[src/logic/mmu_pkg.sv]
`default_nettype none

package mmu_pkg;

    // Sv32 address widths
    localparam int VA_W          = 32;
    localparam int PA_W          = 34;
    localparam int VPN_W         = 20;
    localparam int PPN_W         = 22;
    localparam int PAGE_OFFSET_W = 12;

    // One Sv32 page-table entry, as it sits in memory
    typedef struct packed {
        logic [PPN_W-1:0] ppn;
        logic [1:0]       rsw;
        logic             d;
        logic             a;
        logic             g;
        logic             u;
        logic             x;
        logic             w;
        logic             r;
        logic             v;
    } pte_t;

    // Cached translation
    typedef struct packed {
        logic             valid;
        logic [VPN_W-1:0] vpn;
        logic             superpage;
        logic [PPN_W-1:0] ppn;
        logic             r;
        logic             w;
        logic             x;
    } tlb_entry_t;

    // Walker states with arbitration in PTW_IDLE
    typedef enum logic [2:0] {
        PTW_IDLE,
        PTW_L1_REQ,
        PTW_L1_WAIT,
        PTW_L0_REQ,
        PTW_L0_WAIT,
        PTW_REFILL,
        PTW_FAULT
    } ptw_state_t;

endpackage

`default_nettype wire

[src/logic/mmu_ifs.sv]
`timescale 1ns/1ps
`default_nettype none

// Combinational TLB lookup with hit valid in the cycle of req
interface tlb_lookup_if import mmu_pkg::*; ();
    logic             req;
    logic [VPN_W-1:0] vpn;
    logic             flush;
    logic             hit;
    logic [PPN_W-1:0] ppn;
    logic             superpage;
    logic             perm_r;
    logic             perm_w;
    logic             perm_x;

    modport requester (output req, vpn, flush,
                       input  hit, ppn, superpage, perm_r, perm_w, perm_x);
    modport responder (input  req, vpn, flush,
                       output hit, ppn, superpage, perm_r, perm_w, perm_x);
endinterface

// Refill from the walker with write driven in PTW_REFILL only
interface tlb_refill_if import mmu_pkg::*; ();
    logic             write;
    logic [VPN_W-1:0] vpn;
    logic [PPN_W-1:0] ppn;
    logic             superpage;
    logic             perm_r;
    logic             perm_w;
    logic             perm_x;

    modport writer (output write, vpn, ppn, superpage, perm_r, perm_w, perm_x);
    modport reader (input  write, vpn, ppn, superpage, perm_r, perm_w, perm_x);
endinterface

`default_nettype wire

[src/logic/mmu.sv]
`timescale 1ns/1ps
`default_nettype none

module mmu import mmu_pkg::*; #(
    parameter int TLB_ENTRIES = 4,
    parameter int MEM_CREDITS = 2
) (
    input  logic             clk,
    input  logic             arst_n_i,
    input  logic [PPN_W-1:0] satp_ppn_i,
    input  logic             i_xlate_en_i,
    input  logic             d_xlate_en_i,
    input  logic             tlb_flush_i,
    input  logic             i_req_i,
    input  logic [VA_W-1:0]  i_vaddr_i,
    output logic [PA_W-1:0]  i_paddr_o,
    output logic             i_hit_o,
    output logic             i_fault_o,
    input  logic             d_req_i,
    input  logic             d_store_i,
    input  logic [VA_W-1:0]  d_vaddr_i,
    output logic [PA_W-1:0]  d_paddr_o,
    output logic             d_hit_o,
    output logic             d_fault_o,
    output logic             mem_req_o,
    output logic [PA_W-1:0]  mem_addr_o,
    input  logic             mem_rsp_i,
    input  logic [31:0]      mem_rdata_i,
    input  logic             mem_credit_i
);

    tlb_lookup_if itlb_lu ();
    tlb_lookup_if dtlb_lu ();
    tlb_refill_if itlb_rf ();
    tlb_refill_if dtlb_rf ();

    logic i_perm_ok, d_perm_ok;
    logic i_miss, d_miss;

    assign itlb_lu.req   = i_req_i;
    assign itlb_lu.vpn   = i_vaddr_i[VA_W-1:PAGE_OFFSET_W];
    assign itlb_lu.flush = tlb_flush_i;
    assign dtlb_lu.req   = d_req_i;
    assign dtlb_lu.vpn   = d_vaddr_i[VA_W-1:PAGE_OFFSET_W];
    assign dtlb_lu.flush = tlb_flush_i;

    tlb #(.TLB_ENTRIES(TLB_ENTRIES)) itlb_i (
        .clk       (clk),
        .arst_n_i  (arst_n_i),
        .lookup_if (itlb_lu),
        .refill_if (itlb_rf)
    );

    tlb #(.TLB_ENTRIES(TLB_ENTRIES)) dtlb_i (
        .clk       (clk),
        .arst_n_i  (arst_n_i),
        .lookup_if (dtlb_lu),
        .refill_if (dtlb_rf)
    );

    // A hit without the needed permission goes to the walker, which faults it
    assign i_perm_ok = itlb_lu.hit && itlb_lu.perm_x;
    assign d_perm_ok = dtlb_lu.hit && (d_store_i ? dtlb_lu.perm_w : dtlb_lu.perm_r);
    assign i_miss    = i_xlate_en_i && i_req_i && !i_perm_ok;
    assign d_miss    = d_xlate_en_i && d_req_i && !d_perm_ok;

    always_comb begin
        // Bare mode by default
        i_paddr_o = {2'b00, i_vaddr_i};
        i_hit_o   = i_req_i;
        if (i_xlate_en_i) begin
            i_paddr_o = {itlb_lu.ppn, i_vaddr_i[PAGE_OFFSET_W-1:0]};
            i_hit_o   = i_perm_ok;
            if (itlb_lu.superpage) i_paddr_o[21:12] = i_vaddr_i[21:12];
        end
    end

    always_comb begin
        d_paddr_o = {2'b00, d_vaddr_i};
        d_hit_o   = d_req_i;
        if (d_xlate_en_i) begin
            d_paddr_o = {dtlb_lu.ppn, d_vaddr_i[PAGE_OFFSET_W-1:0]};
            d_hit_o   = d_perm_ok;
            // 4 MiB page keeps VA[21:12]
            if (dtlb_lu.superpage) d_paddr_o[21:12] = d_vaddr_i[21:12];
        end
    end

    ptw #(.MEM_CREDITS(MEM_CREDITS)) ptw_i (
        .clk          (clk),
        .arst_n_i     (arst_n_i),
        .satp_ppn_i   (satp_ppn_i),
        .i_miss_i     (i_miss),
        .i_vpn_i      (itlb_lu.vpn),
        .d_miss_i     (d_miss),
        .d_vpn_i      (dtlb_lu.vpn),
        .d_store_i    (d_store_i),
        .flush_i      (tlb_flush_i),
        .itlb_refill  (itlb_rf),
        .dtlb_refill  (dtlb_rf),
        .i_fault_o    (i_fault_o),
        .d_fault_o    (d_fault_o),
        .mem_req_o    (mem_req_o),
        .mem_addr_o   (mem_addr_o),
        .mem_rsp_i    (mem_rsp_i),
        .mem_rdata_i  (mem_rdata_i),
        .mem_credit_i (mem_credit_i)
    );

endmodule

`default_nettype wire

[src/logic/ptw.sv]
`timescale 1ns/1ps
`default_nettype none

module ptw import mmu_pkg::*; #(
    parameter int MEM_CREDITS = 2
) (
    input  logic             clk,
    input  logic             arst_n_i,
    input  logic [PPN_W-1:0] satp_ppn_i,
    input  logic             i_miss_i,
    input  logic [VPN_W-1:0] i_vpn_i,
    input  logic             d_miss_i,
    input  logic [VPN_W-1:0] d_vpn_i,
    input  logic             d_store_i,
    input  logic             flush_i,
    tlb_refill_if.writer     itlb_refill,
    tlb_refill_if.writer     dtlb_refill,
    output logic             i_fault_o,
    output logic             d_fault_o,
    output logic             mem_req_o,
    output logic [PA_W-1:0]  mem_addr_o,
    input  logic             mem_rsp_i,
    input  logic [31:0]      mem_rdata_i,
    input  logic             mem_credit_i
);

    localparam int CRED_W    = $clog2(MEM_CREDITS + 1);
    localparam int VPN_IDX_W = VPN_W / 2;

    ptw_state_t       state_q, state_d;
    logic [CRED_W-1:0] credits_q;
    logic             flush_q;
    logic             abandon;

    // Latched request and walk result
    logic [VPN_W-1:0] req_vpn;
    logic             req_data;
    logic             req_store;
    logic [PPN_W-1:0] walk_ppn;
    logic             walk_super;
    logic             walk_r, walk_w, walk_x;

    pte_t pte;
    logic pte_bad, pte_leaf, perm_ok;

    assign pte      = pte_t'(mem_rdata_i);
    assign pte_bad  = !pte.v || (pte.w && !pte.r);
    assign pte_leaf = pte.r || pte.x;
    assign perm_ok  = req_data ? (req_store ? pte.w : pte.r) : pte.x;
    assign abandon  = flush_q || flush_i;

    always_comb begin
        mem_req_o  = 1'b0;
        mem_addr_o = {walk_ppn, req_vpn[VPN_IDX_W-1:0], 2'b00};
        if (state_q == PTW_L1_REQ) begin
            mem_req_o  = credits_q != '0;
            mem_addr_o = {satp_ppn_i, req_vpn[VPN_W-1:VPN_IDX_W], 2'b00};
        end else if (state_q == PTW_L0_REQ) begin
            mem_req_o  = credits_q != '0;
        end
    end

    always_comb begin
        state_d = state_q;
        case (state_q)
            PTW_IDLE:    if (d_miss_i || i_miss_i) state_d = PTW_L1_REQ;
            PTW_L1_REQ:  if (mem_req_o) state_d = PTW_L1_WAIT;
            PTW_L1_WAIT: begin
                if (mem_rsp_i) begin
                    if (abandon) state_d = PTW_IDLE;
                    else if (pte_bad) state_d = PTW_FAULT;
                    else if (!pte_leaf) state_d = PTW_L0_REQ;
                    // Misaligned superpage or missing permission
                    else if (pte.ppn[VPN_IDX_W-1:0] != '0 || !perm_ok) state_d = PTW_FAULT;
                    else state_d = PTW_REFILL;
                end
            end
            PTW_L0_REQ:  if (mem_req_o) state_d = PTW_L0_WAIT;
            PTW_L0_WAIT: begin
                if (mem_rsp_i) begin
                    if (abandon) state_d = PTW_IDLE;
                    else if (pte_bad || !pte_leaf || !perm_ok) state_d = PTW_FAULT;
                    else state_d = PTW_REFILL;
                end
            end
            default:     state_d = PTW_IDLE;
        endcase
    end

    always_ff @(posedge clk or negedge arst_n_i) begin
        if (!arst_n_i) begin
            state_q   <= PTW_IDLE;
            credits_q <= CRED_W'(MEM_CREDITS);
            flush_q   <= 1'b0;
        end else begin
            state_q <= state_d;
            case ({mem_req_o, mem_credit_i})
                2'b10:   credits_q <= credits_q - 1'b1;
                2'b01:   credits_q <= credits_q + 1'b1;
                default: credits_q <= credits_q;
            endcase
            // Remember a flush until the walk ends
            if (state_q == PTW_IDLE || state_d == PTW_IDLE) flush_q <= 1'b0;
            else if (flush_i) flush_q <= 1'b1;
        end
    end

    always_ff @(posedge clk) begin
        if (state_q == PTW_IDLE && (d_miss_i || i_miss_i)) begin
            // Data side has priority
            req_data  <= d_miss_i;
            req_store <= d_miss_i && d_store_i;
            req_vpn   <= d_miss_i ? d_vpn_i : i_vpn_i;
        end
        if (mem_rsp_i && (state_q == PTW_L1_WAIT || state_q == PTW_L0_WAIT)) begin
            walk_ppn   <= pte.ppn;
            walk_super <= state_q == PTW_L1_WAIT;
            walk_r     <= pte.r;
            walk_w     <= pte.w;
            walk_x     <= pte.x;
        end
    end

    assign i_fault_o = (state_q == PTW_FAULT) && !req_data;
    assign d_fault_o = (state_q == PTW_FAULT) && req_data;

    assign itlb_refill.write     = (state_q == PTW_REFILL) && !req_data;
    assign itlb_refill.vpn       = req_vpn;
    assign itlb_refill.ppn       = walk_ppn;
    assign itlb_refill.superpage = walk_super;
    assign itlb_refill.perm_r    = walk_r;
    assign itlb_refill.perm_w    = walk_w;
    assign itlb_refill.perm_x    = walk_x;

    assign dtlb_refill.write     = (state_q == PTW_REFILL) && req_data;
    assign dtlb_refill.vpn       = req_vpn;
    assign dtlb_refill.ppn       = walk_ppn;
    assign dtlb_refill.superpage = walk_super;
    assign dtlb_refill.perm_r    = walk_r;
    assign dtlb_refill.perm_w    = walk_w;
    assign dtlb_refill.perm_x    = walk_x;

endmodule

`default_nettype wire

[src/logic/tlb.sv]
`timescale 1ns/1ps
`default_nettype none

module tlb import mmu_pkg::*; #(
    parameter int TLB_ENTRIES = 4
) (
    input  logic            clk,
    input  logic            arst_n_i,
    tlb_lookup_if.responder lookup_if,
    tlb_refill_if.reader    refill_if
);

    localparam int IDX_W    = (TLB_ENTRIES > 1) ? $clog2(TLB_ENTRIES) : 1;
    // Low vpn bits ignored for a 4 MiB superpage
    localparam int VPN_LO_W = VPN_W / 2;

    tlb_entry_t             entries [TLB_ENTRIES];
    logic [IDX_W-1:0]       rr_ptr;
    logic [TLB_ENTRIES-1:0] entry_match;

    always_comb begin
        for (int k = 0; k < TLB_ENTRIES; k++) begin
            entry_match[k] = entries[k].valid
                && (entries[k].vpn[VPN_W-1:VPN_LO_W] == lookup_if.vpn[VPN_W-1:VPN_LO_W])
                && (entries[k].superpage
                    || (entries[k].vpn[VPN_LO_W-1:0] == lookup_if.vpn[VPN_LO_W-1:0]));
        end
    end

    // First matching entry wins; at most one should match anyway
    always_comb begin
        lookup_if.hit       = 1'b0;
        lookup_if.ppn       = '0;
        lookup_if.superpage = 1'b0;
        lookup_if.perm_r    = 1'b0;
        lookup_if.perm_w    = 1'b0;
        lookup_if.perm_x    = 1'b0;
        for (int k = 0; k < TLB_ENTRIES; k++) begin
            if (lookup_if.req && !lookup_if.hit && entry_match[k]) begin
                lookup_if.hit       = 1'b1;
                lookup_if.ppn       = entries[k].ppn;
                lookup_if.superpage = entries[k].superpage;
                lookup_if.perm_r    = entries[k].r;
                lookup_if.perm_w    = entries[k].w;
                lookup_if.perm_x    = entries[k].x;
            end
        end
    end

    always_ff @(posedge clk or negedge arst_n_i) begin
        if (!arst_n_i) begin
            entries <= '{default: '0};
            rr_ptr  <= '0;
        end else if (lookup_if.flush) begin
            // Flush wins over a refill in the same cycle
            for (int k = 0; k < TLB_ENTRIES; k++) begin
                entries[k].valid <= 1'b0;
            end
            rr_ptr <= '0;
        end else if (refill_if.write) begin
            entries[rr_ptr] <= '{valid:     1'b1,
                                 vpn:       refill_if.vpn,
                                 superpage: refill_if.superpage,
                                 ppn:       refill_if.ppn,
                                 r:         refill_if.perm_r,
                                 w:         refill_if.perm_w,
                                 x:         refill_if.perm_x};
            if (rr_ptr == IDX_W'(TLB_ENTRIES - 1)) begin
                rr_ptr <= '0;
            end else begin
                rr_ptr <= rr_ptr + 1'b1;
            end
        end
    end

endmodule

`default_nettype wire

[config.mk]
export PLATFORM = sky130hd
export DESIGN_NAME = mmu
export DESIGN_NICKNAME = d
export VERILOG_FILES = /design/src/logic/mmu_pkg.sv /design/src/logic/mmu_ifs.sv /design/src/logic/mmu.sv /design/src/logic/ptw.sv /design/src/logic/tlb.sv
export SDC_FILE = /design/constraint.sdc
export NUM_CORES = 1
export LEC_CHECK = 0
export ABC_AREA = 0
export BUFFER_PORTS_ARGS = -buffer_cell sky130_fd_sc_hd__buf_2
export CORE_UTILIZATION = 55
export CTS_BUF_LIST = sky130_fd_sc_hd__clkbuf_2 sky130_fd_sc_hd__clkbuf_4 sky130_fd_sc_hd__clkbuf_8
export CTS_CLUSTER_SIZE = 30
export DETAILED_ROUTE_END_ITERATION = 10
export GPL_ROUTABILITY_DRIVEN = 0
export PLACE_DENSITY = 0.85
export REMOVE_ABC_BUFFERS = 1
export SLEW_MARGIN = 10
export SYNTH_ARGS = -nofsm -noshare
export SYNTH_HDL_FRONTEND = slang
export SYNTH_SLANG_ARGS = --single-unit
[constraint.sdc]
create_clock -name clk -period 4 [get_ports clk]
set_input_delay 0.2 -clock clk [delete_from_list [all_inputs] [get_ports clk]]
set_output_delay 0.2 -clock clk [all_outputs]
set_load 0.01 [all_outputs]
==> results.yml <==
run_status:
  status: "complete, but fails checks"
  failed_checks: "negative setup slack"
setup_path:
  timing.critical_path.to_type: "primary output"
  cp.arrival_ps: 3830
  cp-start-kind: "flip-flop"
  critical_path.slowest_cell: "sky130_fd_sc_hd__dfrtp_1"
  critPathRequiredTime_ps: 3800
  crit_chain: "xnor2_2 > nand4_1 > buf_4 > buf_4 > nor3_1 > and3_4 > nor4_4 > buf_4 > a222oi_1 > nand2_1 > mux2_4 > buf_2"
  critical_path_class: "reg2out"
  crit_path_max_incr_delay_ps: 420
  crit_fanout: 11
  critical-path-top-cell-by-count: "sky130_fd_sc_hd__buf_4"
cells_and_area:
  post-route-cell-area_um2: 23900
  post_layout_nonfiller_instances: 2308
  finalNetCount: 1921
  n_fill_cell: 2547
  layout.area.seq_um2: 10800
  multiInputGateArea_um2: 9190
  areaGrowthSynthToFinish_pct: 16.6
  final_core_util_pct: 65.2
  post_route_cells_drive_above_1_share_pct: 44.9
timing:
  fin_crit_period_ps: 4030
  relSlewSlack_pct: 36.2
  worst_clock_skew_ps: 27.6
  share_of_the_clock_period_used_by_the_worst_path_after_layout_pct: 101
  final-hold-violation-count: 0
  timing.final.ws_setup_ps: -30.9
  fmax_ghz: 0.248
  setup-violations-final: 2
  tightest_slew_ps: 957
  report.final.slew_viol_count: 0
clocking:
  clk_pin_slew_worst_paths_ps: 60
  clock_tree.buffer_depth: 3
  clk_latency_ps: 610
  cts-root-buf: "sky130_fd_sc_hd__clkbuf_8"
  tritoncts: "built"
  cts_made_buffers: 72
  cts_htree_levels: 3
  clock_sinks: 422
pwr:
  switching_power_w: 0.00329
  comb_power_share_pct: 16.4
  power.share.clock_pct: 35.9
  p_sw_share_pct: 28.6
  vdd_ir_drop_max_v: 0.000482
  seq_power_share_pct: 47.7
  cell_internal_pwr_w: 0.00821
  leakagePower_nw: 11.5
  power_density_nw_per_um2: 481
  p_total_w: 0.0115
floorplanning:
  chipHeight_um: 195
  core_um2: 36600
  num_io_pins: 235
  chipWidth_um: 195
  initial_utilization_pct: 55.9
  design.die.area_um2: 38000
  num_rows: 70
logic_synthesis:
  post_synth_num_cell_types: 69
  syn-mean-instance-area_um2: 12.9
  yosys_register_bits: 422
  yosys_most_used_dff: "sky130_fd_sc_hd__dfrtp_1"
  async_reset_ff_share_pct: 88.6
  synth_enable_flop_cells: 48
  synthesis.instances: 1582
  syn_area_um2: 20500
  synth_top_cell_by_area: "sky130_fd_sc_hd__dfrtp_1"
  yosysMostFrequentCell: "sky130_fd_sc_hd__mux2_2"
  synth-warning-count: 0
  synth_common_cells: "sky130_fd_sc_hd__mux2_2 (407), sky130_fd_sc_hd__dfrtp_1 (373), sky130_fd_sc_hd__clkbuf_1 (88), sky130_fd_sc_hd__xor2_1 (86), sky130_fd_sc_hd__nand2_1 (81)"
  yosysSeqAreaShare_pct: 52.7
  netlist_top_cells_area: "sky130_fd_sc_hd__dfrtp_1 (46%), sky130_fd_sc_hd__mux2_2 (22%), sky130_fd_sc_hd__edfxtp_1 (7.0%), sky130_fd_sc_hd__xor2_1 (3.7%), sky130_fd_sc_hd__xnor2_1 (3.4%)"
  synth_top_area_share_pct: 45.6
detailed_routing:
  remaining_drc_errors: 0
  postRouteWirelength_um: 56900
  post_drt_via_cell_ratio: 6.20
  vias: 14300
  drt_iter0_drc: 1165
  detail-route-antenna-nets: 0
  wire_per_inst_um: 24.6
  drt-pass1-iter-count: 5
global_route:
  vias_in_the_first_global_route: 14900
  grt-ovfl-total: 0
  global_route_wire_length_before_repair_um: 86900
  grt_max_degree: 122
  all_layer_gr_usage_pct: 30.2
  number_of_antenna_violations_at_the_first_check_in_global_routing: 5
placement:
  placedInstanceArea_um2: 21700
  place.detailed.hpwl_um: 36100
  port_buffers: 178
  dp_slack_ps: 338
  dp_cells: 2129
worst_hold_path:
  min_delay_worst_type: "in2reg"
flow_run:
  timing.max_cap.violations: 0
==> metrics by stage <==
| step | TNS (ps) | hold WS [ps] |
|---|---|---|
| 6_report | -39.7 | 63.6 |
| 4_1_cts | 0 | 30.2 |
| 5_1_grt | -464 | 32.7 |
| 2_1_floorplan | -74770 | -95.6 |
| 3_5_place_dp | 0 | 366 |
| 3_3_place_gp | 0 | 340 |
==> cells in the final DEF (no fill, tap or decap), types with 5 or more instances in the layout <==
master / netlist / routed
sky130_fd_sc_hd__mux2_2: 407 / 407
sky130_fd_sc_hd__dfrtp_1: 373 / 373
sky130_fd_sc_hd__buf_2: 14 / 177
sky130_fd_sc_hd__clkbuf_8: 0 / 88
sky130_fd_sc_hd__xor2_1: 86 / 85
sky130_fd_sc_hd__nand2_1: 81 / 77
sky130_fd_sc_hd__xnor2_1: 79 / 75
sky130_fd_sc_hd__buf_4: 28 / 49
sky130_fd_sc_hd__edfxtp_1: 48 / 48
sky130_fd_sc_hd__nand3_1: 38 / 37
sky130_fd_sc_hd__nor2_1: 33 / 31
sky130_fd_sc_hd__dlygate4sd3_1: 0 / 29
sky130_fd_sc_hd__clkbuf_4: 0 / 27
sky130_fd_sc_hd__a222oi_1: 25 / 25
sky130_fd_sc_hd__mux2_1: 24 / 24
sky130_fd_sc_hd__nor4_1: 23 / 19
sky130_fd_sc_hd__nand4_1: 19 / 19
sky130_fd_sc_hd__o21ai_0: 17 / 17
sky130_fd_sc_hd__inv_1: 16 / 16
sky130_fd_sc_hd__a21oi_1: 17 / 16
sky130_fd_sc_hd__a22o_1: 12 / 12
sky130_fd_sc_hd__a31oi_1: 13 / 12
sky130_fd_sc_hd__a22oi_1: 10 / 10
sky130_fd_sc_hd__mux2_4: 10 / 10
sky130_fd_sc_hd__nor3_1: 12 / 9
sky130_fd_sc_hd__ha_1: 9 / 9
sky130_fd_sc_hd__o21ai_1: 9 / 8
sky130_fd_sc_hd__buf_12: 0 / 7
sky130_fd_sc_hd__and3_1: 7 / 6
sky130_fd_sc_hd__clkinv_2: 0 / 6
sky130_fd_sc_hd__a21o_1: 5 / 5
==> area by class of cell <==
type,count,share of cell area (%)
timing repair buffer,263,7.11
clock buffer,115,5.92
sequential,422,45.2
antenna,1,0.0105
tap,468,2.45
clock inverter,14,0.534
inverter,17,0.267
multi-input combinational,1008,38.5
==> registers in the layout, indices dropped and copies added, names as in the netlist, 2 cells and up <==
name and cells:
dtlb_i.entries 184, itlb_i.entries 180, ptw_i.dtlb_refill.ppn 22, ptw_i.dtlb_refill.vpn 20, ptw_i.state_q 3, dtlb_i.rr_ptr 2, itlb_i.rr_ptr 2, ptw_i.credits_q 2
==> path summary, 6_finish.rpt <==
check / start / to / slack, ps / cells after the start
max in group asynchronous: arst_n_i / itlb_i.entries[156] / 2580 / 3
min: i_vaddr_i[13] / ptw_i.dtlb_refill.vpn[1] / 60 / 2
min in group asynchronous: arst_n_i / itlb_i.entries[100] / 290 / 2
max: itlb_i.entries[186] / i_paddr_o[16] / -30 / 12
max reg2reg: itlb_i.entries[186] / ptw_i.dtlb_refill.vpn[0] / 420 / 11
min reg2reg: dtlb_i.entries[140] / dtlb_i.entries[140] / 500 / 1
==> power groups by stage <==
stage | clock network [W] | logic [W] | registers (W)
floorplan | 0 | 0.00113 | 0.00530
finish | 0.00413 | 0.00188 | 0.00549
global route | 0.00438 | 0.00202 | 0.00555
CTS | 0.00418 | 0.00183 | 0.00546
detailed placement | 0 | 0.00175 | 0.00553
global placement | 0 | 0.00169 | 0.00548
==> routing by layer <==
metal | routed length, µm | part of all wire [%] | track usage (%)
met4 | 2260 | 4.0 | 14.2
met1 | 22100 | 39 | 38.5
met5 | 41 | 0.072 | 0
met2 | 27300 | 48 | 48.4
met3 | 5110 | 9.0 | 7.62
==> logic make-up after synthesis <==
kind of cell / after synthesis / synth area share, %
muxes: 445 / 24.6
AOI/OAI and AO/OA: 144 / 5.51
buffers and inverters: 155 / 3.59
adders and majority gates: 9 / 0.550
xor gates and xnor gates: 165 / 7.06
and+or+nand+nor: 241 / 5.90
other: 1 / 0.0183
DFF: 422 / 52.7
==> critical path: cells and delay by family, from the launching register on <==
family	cells	cell delay [ps]
and+or+nand+nor	5	1280
buffers and inverters	4	720
DFF	1	420
AOI/OAI and AO/OA	1	310
muxes	1	310
xor gates and xnor gates	1	210
==> repair_timing <==
item	4_1_cts	5_1_grt
setup endpoints to repair	27	29
hold buffers	29	0
resized for setup	8	16
endpoints found under the hold margin	149	0
gates cloned	2	0
setup buffers	12	6
pin swaps	9	9
(Power assumes the default switching activity.)
